<file path="config.mk">
export PLATFORM = sky130hd
export DESIGN_NAME = uart_rx_top
export DESIGN_NICKNAME = d
export VERILOG_FILES = /design/src/common/uart_rx_pkg.sv /design/src/hw/uart_rx_top.sv /design/src/hw/rx_fifo.sv /design/src/rx_core/rx_deserializer.sv /design/src/rx_core/rx_frame_ctrl.sv /design/src/hw/rx_line_sampler.sv /design/src/hw/rx_baud_tick.sv
export SDC_FILE = /design/constraint.sdc
export NUM_CORES = 1
export LEC_CHECK = 0
export BUFFER_PORTS_ARGS = -buffer_cell sky130_fd_sc_hd__buf_4
export CORE_MARGIN = 4
export CORE_UTILIZATION = 35
export CTS_CLUSTER_DIAMETER = 100
export DETAILED_ROUTE_END_ITERATION = 8
export GPL_TIMING_DRIVEN = 0
export PLACE_DENSITY = 0.62
export SYNTH_ARGS = -nofsm -noshare
export SYNTH_HDL_FRONTEND = slang
export SYNTH_SLANG_ARGS = --single-unit
</file>
<file path="constraint.sdc">
create_clock -name baud_rx_clock -period 2.3 [get_ports baud_rx_clock]
set_input_delay 0.69 -clock baud_rx_clock [delete_from_list [all_inputs] [get_ports baud_rx_clock]]
set_output_delay 0.69 -clock baud_rx_clock [all_outputs]
set_load 0.01 [all_outputs]
</file>
<file path="src/common/uart_rx_pkg.sv">
package uart_rx_pkg;

	// line and clock rates for the 8N1 receiver.
	localparam int CLOCK_RATE = 18432000; // system clock in Hz.
	localparam int BAUD_RATE  = 115200;

	// oversampling of each serial bit.
	localparam int OVERSAMPLE = 16;
	localparam int TICK_DIV   = CLOCK_RATE / (BAUD_RATE * OVERSAMPLE); // clocks per tick.
	localparam int MID_TICK   = 8; // tick count at the centre of a bit.

	// frame shape.
	localparam int DATA_BITS = 8;

	// one received byte as it travels into the FIFO.
	// data sits in the low bits, so the word reads as {err, byte}.
	typedef struct packed {
		logic                 framing_err; // stop bit was sampled low.
		logic [DATA_BITS-1:0] data;
	} rx_word_t;

	// frame controller states.
	typedef enum logic [1:0] {
		IDLE,
		START,
		DATA,
		STOP
	} rx_state_t;

endpackage
</file>
<file path="src/hw/uart_rx_top.sv">
`timescale 1ns/1ps

module uart_rx_top (
	input  logic                  baud_rx_clock,
	input  logic                  i_reset,
	input  logic                  i_rx,
	output uart_rx_pkg::rx_word_t o_rx_word,
	output logic                  o_rx_valid,
	input  logic                  i_rx_ready,
	output logic                  o_overrun
);
	import uart_rx_pkg::*;

	logic     tick;
	logic     line;
	logic     start_edge;
	logic     shift_en;
	logic     stop_en;
	logic     push;
	rx_word_t word;

	rx_baud_tick rx_baud_tick_i (
		.baud_rx_clock (baud_rx_clock),
		.i_reset       (i_reset),
		.o_tick        (tick)
	);

	rx_line_sampler rx_line_sampler_i (
		.baud_rx_clock (baud_rx_clock),
		.i_reset       (i_reset),
		.i_rx          (i_rx),
		.i_tick        (tick),
		.o_line        (line),
		.o_start_edge  (start_edge)
	);

	rx_frame_ctrl rx_frame_ctrl_i (
		.baud_rx_clock (baud_rx_clock),
		.i_reset       (i_reset),
		.i_tick        (tick),
		.i_line        (line),
		.i_start_edge  (start_edge),
		.o_shift_en    (shift_en),
		.o_stop_en     (stop_en)
	);

	rx_deserializer rx_deserializer_i (
		.baud_rx_clock (baud_rx_clock),
		.i_reset       (i_reset),
		.i_line        (line),
		.i_shift_en    (shift_en),
		.i_stop_en     (stop_en),
		.o_word        (word),
		.o_push        (push)
	);

	// four bytes of slack for a slow reader.
	rx_fifo #(
		.DEPTH (4)
	) rx_fifo_i (
		.baud_rx_clock (baud_rx_clock),
		.i_reset       (i_reset),
		.i_push        (push),
		.i_word        (word),
		.o_word        (o_rx_word),
		.o_valid       (o_rx_valid),
		.i_ready       (i_rx_ready),
		.o_overrun     (o_overrun)
	);

endmodule

</file>
<file path="src/hw/rx_fifo.sv">
`timescale 1ns/1ps

module rx_fifo #(
	parameter int DEPTH = 4
) (
	input  logic                  baud_rx_clock,
	input  logic                  i_reset,
	input  logic                  i_push,
	input  uart_rx_pkg::rx_word_t i_word,
	output uart_rx_pkg::rx_word_t o_word,
	output logic                  o_valid,
	input  logic                  i_ready,
	output logic                  o_overrun
);
	import uart_rx_pkg::*;

	rx_word_t                  mem [DEPTH];
	logic [$clog2(DEPTH)-1:0]  rd_ptr;
	logic [$clog2(DEPTH)-1:0]  wr_ptr;
	logic [$clog2(DEPTH):0]    count;
	logic                      full;
	logic                      wr_en;
	logic                      rd_en;

	assign full    = (count == DEPTH);
	assign wr_en   = i_push && !full; // a push into a full buffer is lost.
	assign rd_en   = o_valid && i_ready;
	assign o_valid = (count != '0);
	assign o_word  = mem[rd_ptr];

	always_ff @(posedge baud_rx_clock) begin
		if (wr_en) begin
			mem[wr_ptr] <= i_word;
		end
	end

	always_ff @(posedge baud_rx_clock or posedge i_reset) begin
		if (i_reset) begin
			rd_ptr    <= '0;
			wr_ptr    <= '0;
			count     <= '0;
			o_overrun <= 1'b0;
		end else begin
			if (wr_en) wr_ptr <= wr_ptr + 1'b1;
			if (rd_en) rd_ptr <= rd_ptr + 1'b1;
			case ({wr_en, rd_en})
				2'b10:   count <= count + 1'b1;
				2'b01:   count <= count - 1'b1;
				default: count <= count;
			endcase
			if (i_push && full) begin
				o_overrun <= 1'b1; // sticky.
			end
		end
	end

	a_count_bound: assert property (@(posedge baud_rx_clock) disable iff (i_reset)
		count <= DEPTH)
		else $error("FIFO count above depth");

	// head entry holds while the reader stalls.
	a_head_hold: assert property (@(posedge baud_rx_clock) disable iff (i_reset)
		o_valid && !i_ready |=> o_valid && $stable(o_word))
		else $error("FIFO head changed under back-pressure");

endmodule

</file>
<file path="src/rx_core/rx_deserializer.sv">
`timescale 1ns/1ps

module rx_deserializer (
	input  logic                  baud_rx_clock,
	input  logic                  i_reset,
	input  logic                  i_line,
	input  logic                  i_shift_en,
	input  logic                  i_stop_en,
	output uart_rx_pkg::rx_word_t o_word,
	output logic                  o_push
);
	import uart_rx_pkg::*;

	logic [DATA_BITS-1:0] shreg;

	// serial data comes LSB first, so enter at the top and move down.
	always_ff @(posedge baud_rx_clock) begin
		if (i_shift_en) begin
			shreg <= {i_line, shreg[DATA_BITS-1:1]};
		end
		if (i_stop_en) begin
			o_word.data        <= shreg;
			o_word.framing_err <= ~i_line; // stop bit must be high.
		end
	end

	always_ff @(posedge baud_rx_clock or posedge i_reset) begin
		if (i_reset) begin
			o_push <= 1'b0;
		end else begin
			o_push <= i_stop_en; // word is valid alongside.
		end
	end

endmodule

</file>
<file path="src/rx_core/rx_frame_ctrl.sv">
`timescale 1ns/1ps

module rx_frame_ctrl (
	input  logic baud_rx_clock,
	input  logic i_reset,
	input  logic i_tick,
	input  logic i_line,
	input  logic i_start_edge,
	output logic o_shift_en,
	output logic o_stop_en
);
	import uart_rx_pkg::*;

	rx_state_t  state;
	logic [3:0] tick_cnt;
	logic [2:0] bit_cnt;
	logic       mid_start;
	logic       bit_end;
	logic       start_ok;

	// tick_cnt is cleared on entry to a state, so the n-th tick sees n-1.
	assign mid_start = (state == START) && i_tick && (tick_cnt == 4'(MID_TICK - 1));
	assign bit_end   = i_tick && (tick_cnt == 4'(OVERSAMPLE - 1));
	assign start_ok  = mid_start && !i_line; // still low at mid-start.

	always_ff @(posedge baud_rx_clock or posedge i_reset) begin
		if (i_reset) begin
			state      <= IDLE;
			tick_cnt   <= '0;
			bit_cnt    <= '0;
			o_shift_en <= 1'b0;
			o_stop_en  <= 1'b0;
		end else begin
			o_shift_en <= 1'b0;
			o_stop_en  <= 1'b0;
			case (state)
				IDLE: begin
					if (i_start_edge) begin
						state    <= START;
						tick_cnt <= '0;
					end
				end
				START: begin
					if (mid_start) begin
						// from here on every sample lands mid-bit.
						state    <= start_ok ? DATA : IDLE;
						tick_cnt <= '0;
						bit_cnt  <= '0;
					end else if (i_tick) begin
						tick_cnt <= tick_cnt + 4'd1;
					end
				end
				DATA: begin
					if (bit_end) begin
						o_shift_en <= 1'b1;
						tick_cnt   <= '0;
						if (bit_cnt == 3'(DATA_BITS - 1)) begin
							state <= STOP;
						end else begin
							bit_cnt <= bit_cnt + 3'd1;
						end
					end else if (i_tick) begin
						tick_cnt <= tick_cnt + 4'd1;
					end
				end
				STOP: begin
					if (bit_end) begin
						o_stop_en <= 1'b1;
						tick_cnt  <= '0;
						state     <= IDLE;
					end else if (i_tick) begin
						tick_cnt <= tick_cnt + 4'd1;
					end
				end
				default: begin
					state <= IDLE;
				end
			endcase
		end
	end

	a_strobes_exclusive: assert property (@(posedge baud_rx_clock) disable iff (i_reset)
		!(o_shift_en && o_stop_en))
		else $error("shift and stop strobes overlap");

	// an accepted start yields all data shifts before the single stop strobe.
	a_stop_after_data: assert property (@(posedge baud_rx_clock) disable iff (i_reset)
		start_ok |=> (!o_stop_en throughout o_shift_en[->DATA_BITS])
			##1 (!o_shift_en throughout o_stop_en[->1]))
		else $error("stop strobe without a full set of data shifts");

endmodule

</file>
<file path="src/hw/rx_line_sampler.sv">
`timescale 1ns/1ps

module rx_line_sampler (
	input  logic baud_rx_clock,
	input  logic i_reset,
	input  logic i_rx,
	input  logic i_tick,
	output logic o_line,
	output logic o_start_edge
);
	logic [1:0] sync;
	logic [1:0] hist;
	logic [2:0] hist_next;
	logic       vote;

	// last three samples after this tick, newest sample in bit 0.
	assign hist_next = {hist, sync[1]};

	// two out of three.
	assign vote = (hist_next[0] & hist_next[1]) |
	              (hist_next[0] & hist_next[2]) |
	              (hist_next[1] & hist_next[2]);

	// the pin is asynchronous; idle level is high.
	always_ff @(posedge baud_rx_clock or posedge i_reset) begin
		if (i_reset) begin
			sync <= 2'b11;
		end else begin
			sync <= {sync[0], i_rx};
		end
	end

	always_ff @(posedge baud_rx_clock or posedge i_reset) begin
		if (i_reset) begin
			hist         <= 2'b11;
			o_line       <= 1'b1;
			o_start_edge <= 1'b0;
		end else begin
			o_start_edge <= 1'b0;
			if (i_tick) begin
				hist         <= hist_next[1:0];
				o_line       <= vote;
				o_start_edge <= o_line & ~vote; // voted line falls.
			end
		end
	end

endmodule

</file>
<file path="src/hw/rx_baud_tick.sv">
`timescale 1ns/1ps

module rx_baud_tick (
	input  logic baud_rx_clock,
	input  logic i_reset,
	output logic o_tick
);
	import uart_rx_pkg::*;

	logic [$clog2(TICK_DIV)-1:0] count;

	// free running divider, one strobe per wrap.
	always_ff @(posedge baud_rx_clock or posedge i_reset) begin
		if (i_reset) begin
			count  <= '0;
			o_tick <= 1'b0;
		end else begin
			if (count == TICK_DIV - 1) begin
				count  <= '0;
				o_tick <= 1'b1;
			end else begin
				count  <= count + 1'b1;
				o_tick <= 1'b0;
			end
		end
	end

	// the strobe lasts one clock and is followed by a gap.
	a_tick_single: assert property (@(posedge baud_rx_clock) disable iff (i_reset)
		o_tick |=> !o_tick)
		else $error("oversample tick held for two cycles");

endmodule

</file>
## Word-level counts from Yosys, hierarchy flattened

Memories as Yosys holds them, arrays and structs flattened.
Cells that the tools add are included.

- Flip-flop bits (word level): 48
- Bits in writable memories: 36
- Bits of input ports: 4
- Output and inout port bits: 11
- Word-level logic and storage cells: 92
- Memories kept: 1

Memory list:

| name | depth | width | rd ports | clocked after Yosys merged registers in | wr ports | RTL line | source |
|---|---|---|---|---|---|---|---|
| rx_fifo_i.mem | 4 | 9 | 1 | 0 | 1 | rx_fifo.sv:17 | `rx_word_t mem [DEPTH];` |

- Add/sub/neg operators: 7
- Equal/unequal tests: 16
- Multiplexer cells: 25
- Bitwise gates (word level): 8
- Reductions and logical operators: 16

Operator list:

| cell | number |
|---|---|
| 4-bit two-way mux | 5 |
| 2-bit two-way mux | 6 |
| 3-bit case mux with 2 select lines | 2 |
| 4-bit case mux with 3 select lines | 1 |
| 3-bit two-way mux | 3 |
| 4-bit by 1-bit adder with 4-bit output, second input constant | 2 |
| 4-bit equality test, second input constant | 2 |
| 2-bit by 1-bit != test with 1-bit output, second input constant | 4 |
| 2-bit case mux with 4 select lines | 1 |
| 1-bit logical AND | 7 |
| 1-bit two-way mux | 7 |
| 3-bit by 1-bit adder with 3-bit output, second input constant | 2 |
| 2-bit equality test, second input constant | 3 |
| 3-bit equality test, second input constant | 2 |
| 5-bit AND reduction | 1 |
| 2-bit by 1-bit adder with 2-bit output, second input constant | 2 |
| 1-bit bitwise AND | 4 |
| 2-bit by 1-bit equality test with 1-bit output, second input constant | 2 |
| 4-bit by 3-bit equality test with 1-bit output, second input constant | 1 |
| 2-bit != test, second input constant | 2 |
| 4-bit AND reduction | 1 |
| 2-bit nonzero test | 2 |
| 3-bit nonzero test | 1 |
| 3-bit by 1-bit subtractor with 3-bit output, second input constant | 1 |
| 5 further kinds | 8 |

## Longest topological paths before layout

Gate-level depths: netlist of the first run.

- Depth in word-level cells: 7
- Depth in mapped cells: 9
- Depth with buffers taken out: 9

## Modules after synthesis

A second synthesis of the first run with hierarchy kept.

- Cells, all modules: 198
- Area, all modules: 3362.0 sq um

By module, submodules not included:

| module | times used | cells each | area an instance (sq um) | sequential area each (sq um) |
|---|---|---|---|---|
| rx_fifo | 1 | 87 | 1779.2 | 1281.2 |
| rx_frame_ctrl | 1 | 61 | 623.1 | 275.3 |
| rx_deserializer | 1 | 20 | 543.0 | 535.5 |
| rx_line_sampler | 1 | 13 | 216.5 | 156.4 |
| rx_baud_tick | 1 | 17 | 200.2 | 125.1 |

## Least setup slack after synthesis of the first run

OpenSTA, ideal clock, no wires.

- Kind: in2reg
- Start: input i_rx_ready
- End: register rx_fifo_i.count[2]
- Setup time: 79 ps
- Arrival: 1884 ps
- Data required time: 2221 ps
- Slack: 336 ps
- Stages on the path: 7
- Path buffers: 0
- Cells stage by stage: and2_1 > ha_1 > inv_1 > fa_1 > xor2_1 > nor2_1 > xor2_1

- Word-level cells in the longest chain between the ends: 3
- Elaborated cells between the ends (all ways): 5
- Those cells by class: eq/ne: 2; mux: 1; reduce/logical: 2

Ends and longest elaborated chain:

| item | RTL line | source |
|---|---|---|
| start, declared | uart_rx_top.sv:9 | `input logic i_rx_ready,` |
| 1-bit logical AND (*) | rx_fifo.sv:27 | `assign rd_en = o_valid && i_ready;` |
| 2-bit by 1-bit equality test with 1-bit output / 2-bit equality test (equally long branches) | rx_fifo.sv:46 | `case ({wr_en, rd_en})` |
| 3-bit case mux with 2 select lines / 2-bit nonzero test (equally long branches) | - |  |
| end signal, assigned | rx_fifo.sv:47 | `2'b10: count <= count + 1'b1;` |
| end signal, assigned | rx_fifo.sv:48 | `2'b01: count <= count - 1'b1;` |
| end signal, assigned | rx_fifo.sv:49 | `default: count <= count;` |
| end, declared | rx_fifo.sv:20 | `logic [$clog2(DEPTH):0] count;` |

Mark *: on every way between the ends. The rest lies on a longest branch, timed or not.
A chain may end at the register's enable or synchronous reset.

==> results of run 1 <==
layout make-up:
type | count | area, sq um
fill | 843 | 5380
inverter | 13 | 48.8
buffer | 5 | 42.5
clock inverter | 6 | 71.3
tap | 111 | 139
sequential | 84 | 2380
clock buffer | 10 | 128
timing repair buffer | 17 | 168
multi-input combinational | 93 | 842
logic make-up (layout without fill, tap and decap cells):
kind of cell	Yosys count	count (layout)	synth area share [%]
DFF	84	84	72.0
and+or+nand+nor	36	36	6.42
AOI/OAI and AO/OA	24	24	4.90
buffers and inverters	19	51	2.43
muxes	14	14	7.90
adders and majority gates	10	10	3.95
xor gates and xnor gates	9	9	2.39
layer usage:
| metal | track usage [%] | vias to the layer above |
|---|---|---|
| li1 | - | 780 |
| met1 | 11.6 | 808 |
| met2 | 14.9 | 26 |
| met3 | 3.89 | 4 |
| met4 | 3.09 | 0 |
| met5 | 0 | - |
how the worst max path moves through the flow:
stage / from / endpoint / cells past startpoint
2_1_floorplan: i_rx_ready / rx_fifo_i.count[2]$_DFFE_PP0P_ / 7
5_1_grt: rx_fifo_i.rd_ptr[0]$_DFFE_PP0P_ / o_rx_word[7] / 3
4_1_cts: rx_fifo_i.rd_ptr[0]$_DFFE_PP0P_ / o_rx_word[6] / 3
3_5_place_dp: i_rx_ready / rx_fifo_i.count[2]$_DFFE_PP0P_ / 8
6_report: rx_fifo_i.rd_ptr[0]$_DFFE_PP0P_ / o_rx_word[7] / 3
3_3_place_gp: i_rx_ready / rx_fifo_i.count[2]$_DFFE_PP0P_ / 8
worst max-delay path: cells and delay by family, from the launching register on:
family,cells,cell delay (ns)
multiplexers,1,0.52
flip-flops,1,0.42
buffers and inverters,2,0.28
placed cells by master (no fill, tap or decap), types with 3 or more instances in the layout:
| cell type | count |
|---|---|
| a21oi_1 | 4 |
| a22o_1 | 3 |
| and2_1 | 5 |
| buf_2 | 3 |
| buf_4 | 11 |
| buf_6 | 6 |
| clkbuf_8 | 9 |
| dfrtp_1 | 24 |
| dfstp_2 | 5 |
| edfxtp_1 | 53 |
| ha_1 | 8 |
| inv_1 | 13 |
| inv_6 | 3 |
| mux4_2 | 9 |
| nand2_1 | 11 |
| nor2_1 | 4 |
| o21ai_0 | 8 |
| xnor2_1 | 5 |
| xor2_1 | 4 |
power by group:
part	internal (W)	switching (W)	leakage [nW]	total, W
logic	0.000445	0.000262	0.476	0.000707
registers	0.00165	0.0000862	0.868	0.00174
clock network	0.000514	0.000531	0.0939	0.00104
total	0.00261	0.000880	1.44	0.00349
state kept, by name, summed over array words and instances, names as in the netlist, 2 cells and up, named ones only:
register,count
rx_fifo_i.mem,36
rx_deserializer_i.o_word,9
rx_deserializer_i.shreg,8
rx_baud_tick_i.count,4
rx_frame_ctrl_i.tick_cnt,4
rx_fifo_i.count,3
rx_frame_ctrl_i.bit_cnt,3
rx_fifo_i.rd_ptr,2
rx_fifo_i.wr_ptr,2
rx_line_sampler_i.hist,2
rx_line_sampler_i.sync,2
through the flow:
step	power, W	cells	instance area, sq um
3_5_place_dp	0.00235	321	3540
6_report	0.00349	339	3810
4_1_cts	0.00343	337	3760
5_1_grt	0.00366	339	3810
3_3_place_gp	0.00233	321	3540
2_1_floorplan	0.00213	196	3300
what timing repair did:
action	in CTS	in global routing
endpoints found under the setup margin	9	9
resized for setup	4	8
hold endpoints to repair	0	0
buffers inserted	1	1
hold buffers	0	0
gates cloned	0	1
==> summary.md, run 1 <==
| Metric | Value |
|---|---|
| Worst hold path type | reg2reg |
| DRC violations left | 0 |
| Count leader, synth | edfxtp_1 |
| RR Endpoint | rx_fifo_i.count[2]$_DFFE_PP0P_ |
| Final Worst Setup Slack | 0.0557 ns |
| Vias per cell | 4.77 |
| Flop-to-flop setup slack | 0.28 ns |
| Layout Area Growth over Synthesis | 15.8% |
| Hold EP | rx_line_sampler_i.sync[1]$_DFF_PP1_ |
| Largest cells by area after synthesis | edfxtp_1 (48%), dfrtp_1 (20%), mux4_2 (6.2%) |
| FF+latch count, synth | 84 |
| Max Freq | 0.446 GHz |
| Final wirelength | 4.87 mm |
| First DRT Iteration DRCs | 85 |
| Via count | 1618 |
| Critical path class | reg2out |
| Hold depth | 0 |
| Die W | 105 um |
| Slew Viols, Final | 0 |
| Initial antenna violation count | 0 |
| Setup-failing EPs final | 0 |
| CP endpoint kind | output pin |
| Synth top cells by count | edfxtp_1 (53), dfrtp_1 (26), inv_1 (13) |
| Num Clock Sinks | 84 |
| Mapped Nets | 209 |
| Number of synthesized flops with an enable pin | 53 |
| Minimum clock period | 2.24 ns |
| Yosys cell types | 43 |
| Biggest area consumer among synthesized cells | edfxtp_1 |
| Slowest-stage cell, CP | mux4_2 |
| Total grt overflow | 0 |
| Slew margin rel. | 22.4% |
| Utilization after layout | 41.5% |
| Clock Latency Late Sink | 0.35 ns |
| Antenna cells | 0 |
| Seq/Total Area, Yosys | 72.0% |
| Uppermost layer routed | met4 |
| Root Driver | clkbuf_8 |
| Hold slack | 0.358 ns |
| Maximum vdd ir drop | 321 uV |
| Critical Path RT | 1.61 ns |
| Yosys Warn Count | 0 |
| Row cnt | 35 |
| Post-Place Setup Slack | 0.165 ns |
| Routed Antenna Nets | 0 |
| H-Tree Depth | 3 |
| Post-Synthesis Cells | 196 |
| DRT met1 WL | 2.19 mm |
| Startpoint Class | flip-flop |
| Core Region | 9200 sq um |
| Max-Cap Viols | 0 |
| IO Pins | 15 |
| Chip height | 105 um |
| HP Start | rx_line_sampler_i.sync[0]$_DFF_PP1_ |
| R2R depth | 9 |
| CP Cell Sequence | buf_12, mux4_2, buf_6 |
| WL met2 | 2.45 mm |
| Full die area | 11000 sq um |
| Clock buffer depth | 2 |
| Outcome | completed |
| CP arrival | 1.55 ns |
| Clock skew | 0.0196 ns |
| WL per Instance | 14.4 um |
| PortBufs | 14 |
| Async SR Flop Fraction | 36.9% |
| Fraction of layout cells with a size suffix above 1 | 27.2% |
| First-pass GRT wire length | 8.12 mm |
| Top-area cell type share of the netlist area | 48.3% |
| CTS tree | built |
| Unrepaired setup endpoints after global routing | true |
| Clk slew on worst S/H paths | 0.08 ns |
| Number of global-route vias before repair | 1644 |
| Slowest stage delay, CP | 0.52 ns |
| Layout Nets | 236 |
| Syn Area/Cell | 16.8 sq um |
| Met3 routed WL | 197 um |
| Initial cell density of the core | 35.8% |
| Sum Neg Setup Slack | 0 ns |
| Critical R2R Launch | rx_fifo_i.count[0]$_DFFE_PP0P_ |
| RD Place Congestion | 0.752 |
| DR pass1 iterations | 4 |
| Worst slew pin tran | 1.16 ns |
| Total CTS buffers | 9 |
| CP max FO | 5 |
| Leakage | 1.44 nW |
| Pin count of the biggest net entering global routing | 32 |
| Cell area after synthesis | 3300 sq um |
| PwrDens | 915 nW/um^2 |
| Final Cycle Share | 97.6% |
| Ys flop type | edfxtp_1 |
| Total GRT Usage | 9.40% |
| Final hold viol count | 0 |
| HPWL after detailed placement | 3.15 mm |
(Power assumes the default switching activity.)
==> inputs of run 2 (changes only) <==
Settings changed: ABC_AREA set to 1.
==> summary.md, run 2 <==
| Metric | Value |
|---|---|
| Post-cts sizing count | 5 |
| WL per Instance | 12.8 um |
| Hold depth | 0 |
| First-pass GRT wire length | 9.07 mm |
| Layout Area Growth over Synthesis | 14.6% |
| Critical Path RT | 1.61 ns |
| Biggest register | rx_fifo_i.mem |
| Yosys cell types | 31 |
| Syn Area/Cell | 12.5 sq um |
| CP endpoint kind | output pin |
| Core Region | 9240 sq um |
| Clk slew on worst S/H paths | 0.09 ns |
| Maximum vdd ir drop | 404 uV |
| Total Power | 0.00377 W |
| Total GRT Usage | 10.4% |
| Initial cell density of the core | 35.9% |
| Final hold viol count | 0 |
| CP Buf/Inv Count | 3 |
| Total grt overflow | 0 |
| Post-Synthesis Cells | 266 |
| Startpoint Class | flip-flop |
| Routed Antenna Nets | 0 |
| CP Cell Sequence | inv_2, buf_6, nor2_1, o22ai_1, buf_4 |
| Row cnt | 35 |
| Mapped Nets | 279 |
| Max Freq | 0.453 GHz |
| Leakage | 1.51 nW |
| Via count | 1909 |
| Outcome | completed |
| Number of global-route vias before repair | 1906 |
| R2R depth | 9 |
| CP max FO | 10 |
| Pin count of the biggest net entering global routing | 32 |
| HP Start | rx_line_sampler_i.sync[0]$_DFF_PP1_ |
| Slew margin rel. | 24.2% |
| Number of flip-flops in the largest register | 36 |
| Hold buffer count at cts | 0 |
| CTS tree | built |
| Synth top cells by count | edfxtp_1 (53), nand2_1 (33), nor2_1 (29) |
| Commonest non-fill, non-tap cells in the layout | edfxtp_1 (53), nand2_1 (33), nor2_1 (29), inv_1 (27) |
| FF+latch count, synth | 84 |
| Num Clock Sinks | 84 |
| Largest cells by area after synthesis | edfxtp_1 (48%), dfrtp_1 (20%), dfstp_2 (4.0%) |
| Final Cycle Share | 95.9% |
| Biggest area consumer among synthesized cells | edfxtp_1 |
| Clock Latency Late Sink | 0.35 ns |
| Critical R2R Launch | rx_fifo_i.count[0]$_DFFE_PP0P_ |
| Sum Neg Setup Slack | 0 ns |
| IO Pins | 15 |
| DRC violations left | 0 |
| Root Driver | clkbuf_8 |
| Total CTS buffers | 9 |
| Critical path class | reg2out |
| H-Tree Depth | 3 |
| PwrDens | 990 nW/um^2 |
| CP arrival | 1.52 ns |
| First DRT Iteration DRCs | 96 |
| Antenna cells | 0 |
| Unrepaired setup endpoints after global routing | false |
| Chip height | 105 um |
| Seq/Total Area, Yosys | 71.5% |
| Post-CTS setup buffer count | 0 |
| PortBufs | 14 |
| Initial antenna violation count | 0 |
| Count leader, synth | edfxtp_1 |
| Layout Nets | 304 |
| Biggest regs | rx_fifo_i.mem: 36 flops, rx_deserializer_i.o_word: 9 flops, rx_deserializer_i.shreg: 8 flops |
| Vias per cell | 4.49 |
| Minimum clock period | 2.21 ns |
| Number of synthesized flops with an enable pin | 53 |
| Die W | 105 um |
| Total stage count of the critical path | 5 |
| Async SR Flop Fraction | 36.9% |
| Top-area cell type share of the netlist area | 47.9% |
| Worst slew pin tran | 1.14 ns |
| Cell area after synthesis | 3320 sq um |
| Max-Cap Viols | 0 |
| Fraction of layout cells with a size suffix above 1 | 16.9% |
| HPWL after detailed placement | 3.45 mm |
| Slowest-stage cell, CP | dfrtp_1 |
| Slowest stage delay, CP | 0.41 ns |
| Clock skew | 0.00742 ns |
| RD Place Congestion | 0.767 |
| Worst setup startpoint | rx_fifo_i.rd_ptr[0]$_DFFE_PP0P_ |
| Slew Viols, Final | 0 |
| Yosys Warn Count | 0 |
| Setup-failing EPs final | 0 |
| DR pass1 iterations | 6 |
| Top Family by Delay on Critical Path | buffers and inverters |
| Full die area | 11100 sq um |
| Clock buffer depth | 2 |
| Ys flop type | edfxtp_1 |
| Worst hold path type | reg2reg |
| Most common cell after layout, fill and taps aside | edfxtp_1 |
| Final wirelength | 5.42 mm |
-- run 2: worst paths after layout --
| path | endpoint | slack, ns |
|---|---|---|
| setup / recovery | o_rx_word[8] | 0.09 |
| min in group asynchronous | rx_frame_ctrl_i.bit_cnt[2]$_DFFE_PP0P_ | 0.64 |
| max in group asynchronous | rx_frame_ctrl_i.o_stop_en$_DFF_PP0_ | 0.98 |
| hold reg to reg | rx_line_sampler_i.sync[1]$_DFF_PP1_ | 0.36 |
| hold / removal | rx_line_sampler_i.sync[1]$_DFF_PP1_ | 0.36 |
| setup reg to reg | rx_fifo_i.count[2]$_DFFE_PP0P_ | 0.18 |
-- run 2: report_power, final --
| part | switching [W] | internal (W) |
|---|---|---|
| Sequential | 0.0000463 | 0.00166 |
| Combinational | 0.000592 | 0.000396 |
| Clock | 0.000551 | 0.000519 |
-- run 2: logic make-up (layout without fill, tap and decap cells) --
logic type / Yosys count / after routing / synth area share (%)
DFF: 84 / 84 / 71.5
and+or+nand+nor: 81 / 81 / 10.5
AOI/OAI and AO/OA: 46 / 46 / 7.50
buffers and inverters: 37 / 67 / 4.48
adders and majority gates: 10 / 10 / 3.92
xor gates and xnor gates: 8 / 8 / 2.11
-- run 2: cell type report --
type | count | area (sq um)
clock inverters | 7 | 80.1
inverters | 32 | 125
flip-flops and latches | 84 | 2370
plain buffers | 5 | 37.5
repair buffers | 14 | 105
well taps | 129 | 161
fillers | 853 | 5440
multi-input cells | 145 | 798
clock buffers | 9 | 124
-- run 2: through the flow --
step | worst slack [ns] | instances | area, sq um | utilization (%) | hold slack [ns]
after CTS | 0.0536 | 425 | 3800 | 41.1 | 0.361
final | 0.0933 | 425 | 3800 | 41.2 | 0.360
after detailed placement | 0.132 | 409 | 3590 | 38.8 | 0.349
after global routing | 0.00480 | 425 | 3800 | 41.2 | 0.363
after global placement | 0.168 | 409 | 3590 | 38.8 | 0.347
after floorplan | 0.324 | 266 | 3320 | - | 0.345
-- run 2: routing by layer --
layer	global-route usage [%]	wire, um	vias up
li1	-	-	959
met1	11.9	2370	916
met2	18.0	2810	30
met3	4.47	212	4
met4	2.53	25	0
met5	0	0	-
==> inputs of run 3 (changes only) <==
Settings changed: CORE_UTILIZATION 35 to 32, GPL_TIMING_DRIVEN 0 to not set, PLACE_DENSITY 0.62 to 0.61.
Clock period 2.3 ns to 1.9 ns, I/O delays scaled along.
==> summary.md, run 3 (synthesized netlist as in run 2, its figures left out) <==
| Metric | Value |
|---|---|
| Root Driver | clkbuf_8 |
| Critical path class | reg2out |
| RR Endpoint | rx_fifo_i.count[2]$_DFFE_PP0P_ |
| Final hold viol count | 0 |
| Placed instance area | 3660 sq um |
| H-Tree Depth | 3 |
| Routed Antenna Nets | 0 |
| Clock Latency Late Sink | 0.34 ns |
| DR pass1 iterations | 4 |
| Clk slew on worst S/H paths | 0.08 ns |
| Leakage | 1.58 nW |
| First-pass GRT wire length | 9.30 mm |
| Biggest regs | rx_fifo_i.mem: 36 flops, rx_deserializer_i.o_word: 9 flops, rx_deserializer_i.shreg: 8 flops |
| Initial cell density of the core | 33.4% |
| Row cnt | 36 |
| Critical R2R Launch | rx_fifo_i.count[0]$_DFFE_PP0P_ |
| Core Region | 9950 sq um |
| Slew Viols, Final | 0 |
| Total Power | 0.00475 W |
| Chip height | 110 um |
| Total GRT Usage | 10.1% |
| Startpoint Class | flip-flop |
| Layout Nets | 315 |
| Maximum vdd ir drop | 439 uV |
| Finished Cell Area | 3970 sq um |
| Total grt overflow | 0 |
| Clock buffer depth | 2 |
| Slew margin rel. | 73.7% |
| Antenna cells | 0 |
| Num Clock Sinks | 84 |
| Sum Neg Setup Slack | -0.379 ns |
| CP max FO | 5 |
| Final wirelength | 5.45 mm |
| Layout Area Growth over Synthesis | 19.4% |
| Number of global-route vias before repair | 2017 |
| Vias per cell | 4.43 |
| Max-Cap Viols | 0 |
| Number of flip-flops in the largest register | 36 |
| PortBufs | 14 |
| Worst slew pin tran | 0.394 ns |
| Worst hold path type | in2async |
| Final Cycle Share | 104% |
| Max Freq | 0.505 GHz |
| IO Pins | 15 |
| Outcome | finished, violations left |
| Flop-to-flop setup slack | 0.09 ns |
| FF/Latch Area | 2370 sq um |
| Unrepaired setup endpoints after global routing | true |
| CP endpoint kind | output pin |
| Hold buffer count at cts | 0 |
| Initial antenna violation count | 0 |
| Combined area of the multi-input logic cells | 877 sq um |
| Full die area | 12100 sq um |
| Fraction of layout cells with a size suffix above 1 | 27.0% |
| Via count | 1951 |
| Total CTS buffers | 9 |
| First DRT Iteration DRCs | 54 |
| Critical Path RT | 1.33 ns |
| Placed cells | 420 |
| Final Worst Setup Slack | -0.0805 ns |
| Die W | 110 um |
| RD Place Congestion | 0.781 |
| Setup-failing EPs final | 9 |
| CP arrival | 1.41 ns |
| Pin count of the biggest net entering global routing | 32 |
| Fill cells | 928 |
| HPWL after detailed placement | 3.58 mm |
| Utilization after layout | 39.8% |
| R2R depth | 9 |
| Commonest non-fill, non-tap cells in the layout | edfxtp_1 (53), nand2_1 (32), buf_4 (27), dfrtp_1 (26), inv_1 (25) |
| Clock skew | 0.00904 ns |
| Most common cell after layout, fill and taps aside | edfxtp_1 |
| Post-route insts no fill | 440 |
| DRC violations left | 0 |
| Biggest register | rx_fifo_i.mem |
| Failing checks | negative setup slack |
| Minimum clock period | 1.98 ns |
| PwrDens | 1200 nW/um^2 |
| CTS tree | built |
| WL per Instance | 12.4 um |
-- run 3: changes by cell type in the layout (fill, tap and decap cells not counted), sizes merged --
cell,previous run,this run
buf,16,30
clkbuf,12,10
clkinvlp,0,1
inv,35,33
-- run 3: worst max path at each step --
stage / to / slack [ns] / depth (start not counted) / startpoint
after floorplan: rx_fifo_i.count[2]$_DFFE_PP0P_ / 0.03 / 9 / rx_fifo_i.count[0]$_DFFE_PP0P_
after global placement: rx_fifo_i.count[2]$_DFFE_PP0P_ / -0.03 / 8 / i_rx_ready
after detailed placement: rx_fifo_i.count[2]$_DFFE_PP0P_ / -0.08 / 8 / i_rx_ready
after CTS: o_rx_word[4] / -0.07 / 5 / rx_fifo_i.rd_ptr[0]$_DFFE_PP0P_
after global routing: o_rx_word[5] / -0.16 / 5 / rx_fifo_i.rd_ptr[0]$_DFFE_PP0P_
final: o_rx_word[5] / -0.08 / 5 / rx_fifo_i.rd_ptr[0]$_DFFE_PP0P_
-- run 3: through the flow --
step	setup slack, ns	hold WS [ns]
6_report	-0.0805	0.303
3_3_place_gp	-0.0260	0.347
4_1_cts	-0.0688	0.302
5_1_grt	-0.164	0.293
3_5_place_dp	-0.0845	0.349
2_1_floorplan	0.0335	0.345
-- run 3: power breakdown --
part / leakage [nW] / internal, W / switching, W
registers: 0.868 / 0.00201 / 0.0000655
clock network: 0.0924 / 0.000609 / 0.000620
logic: 0.618 / 0.000650 / 0.000797
-- run 3: layout make-up --
type | count | share of cell area, %
Sequential cell | 84 | 59.9
Multi-Input combinational cell | 145 | 22.1
Timing Repair Buffer | 30 | 5.96
Tap cell | 133 | 4.20
Clock buffer | 10 | 3.22
Inverter | 32 | 3.06
Clock inverter | 6 | 1.58
-- run 3: per-layer routing --
metal  track usage [%]  vias up  share of wire (%)
met5                 0        -                  0
met4              3.74        0                1.4
met3              3.17        7                3.4
met2              17.4       22                 51
met1              11.7      948                 44
li1                  -      974                  -
-- run 3: repair_timing --
item | 4_1_cts | 5_1_grt
pin swaps | 2 | 7
endpoints found under the setup margin | 9 | 10
gates resized for setup | 15 | 32
gates cloned | 2 | 1
buffers inserted | 0 | 1
-- run 3: worst max-delay path, stage by stage (launching register included) --
cell and delay (ns):
dfrtp_1 0.42, inv_2 0.13, buf_6 0.15, nor2_2 0.04, o22ai_1 0.19, buf_4 0.15
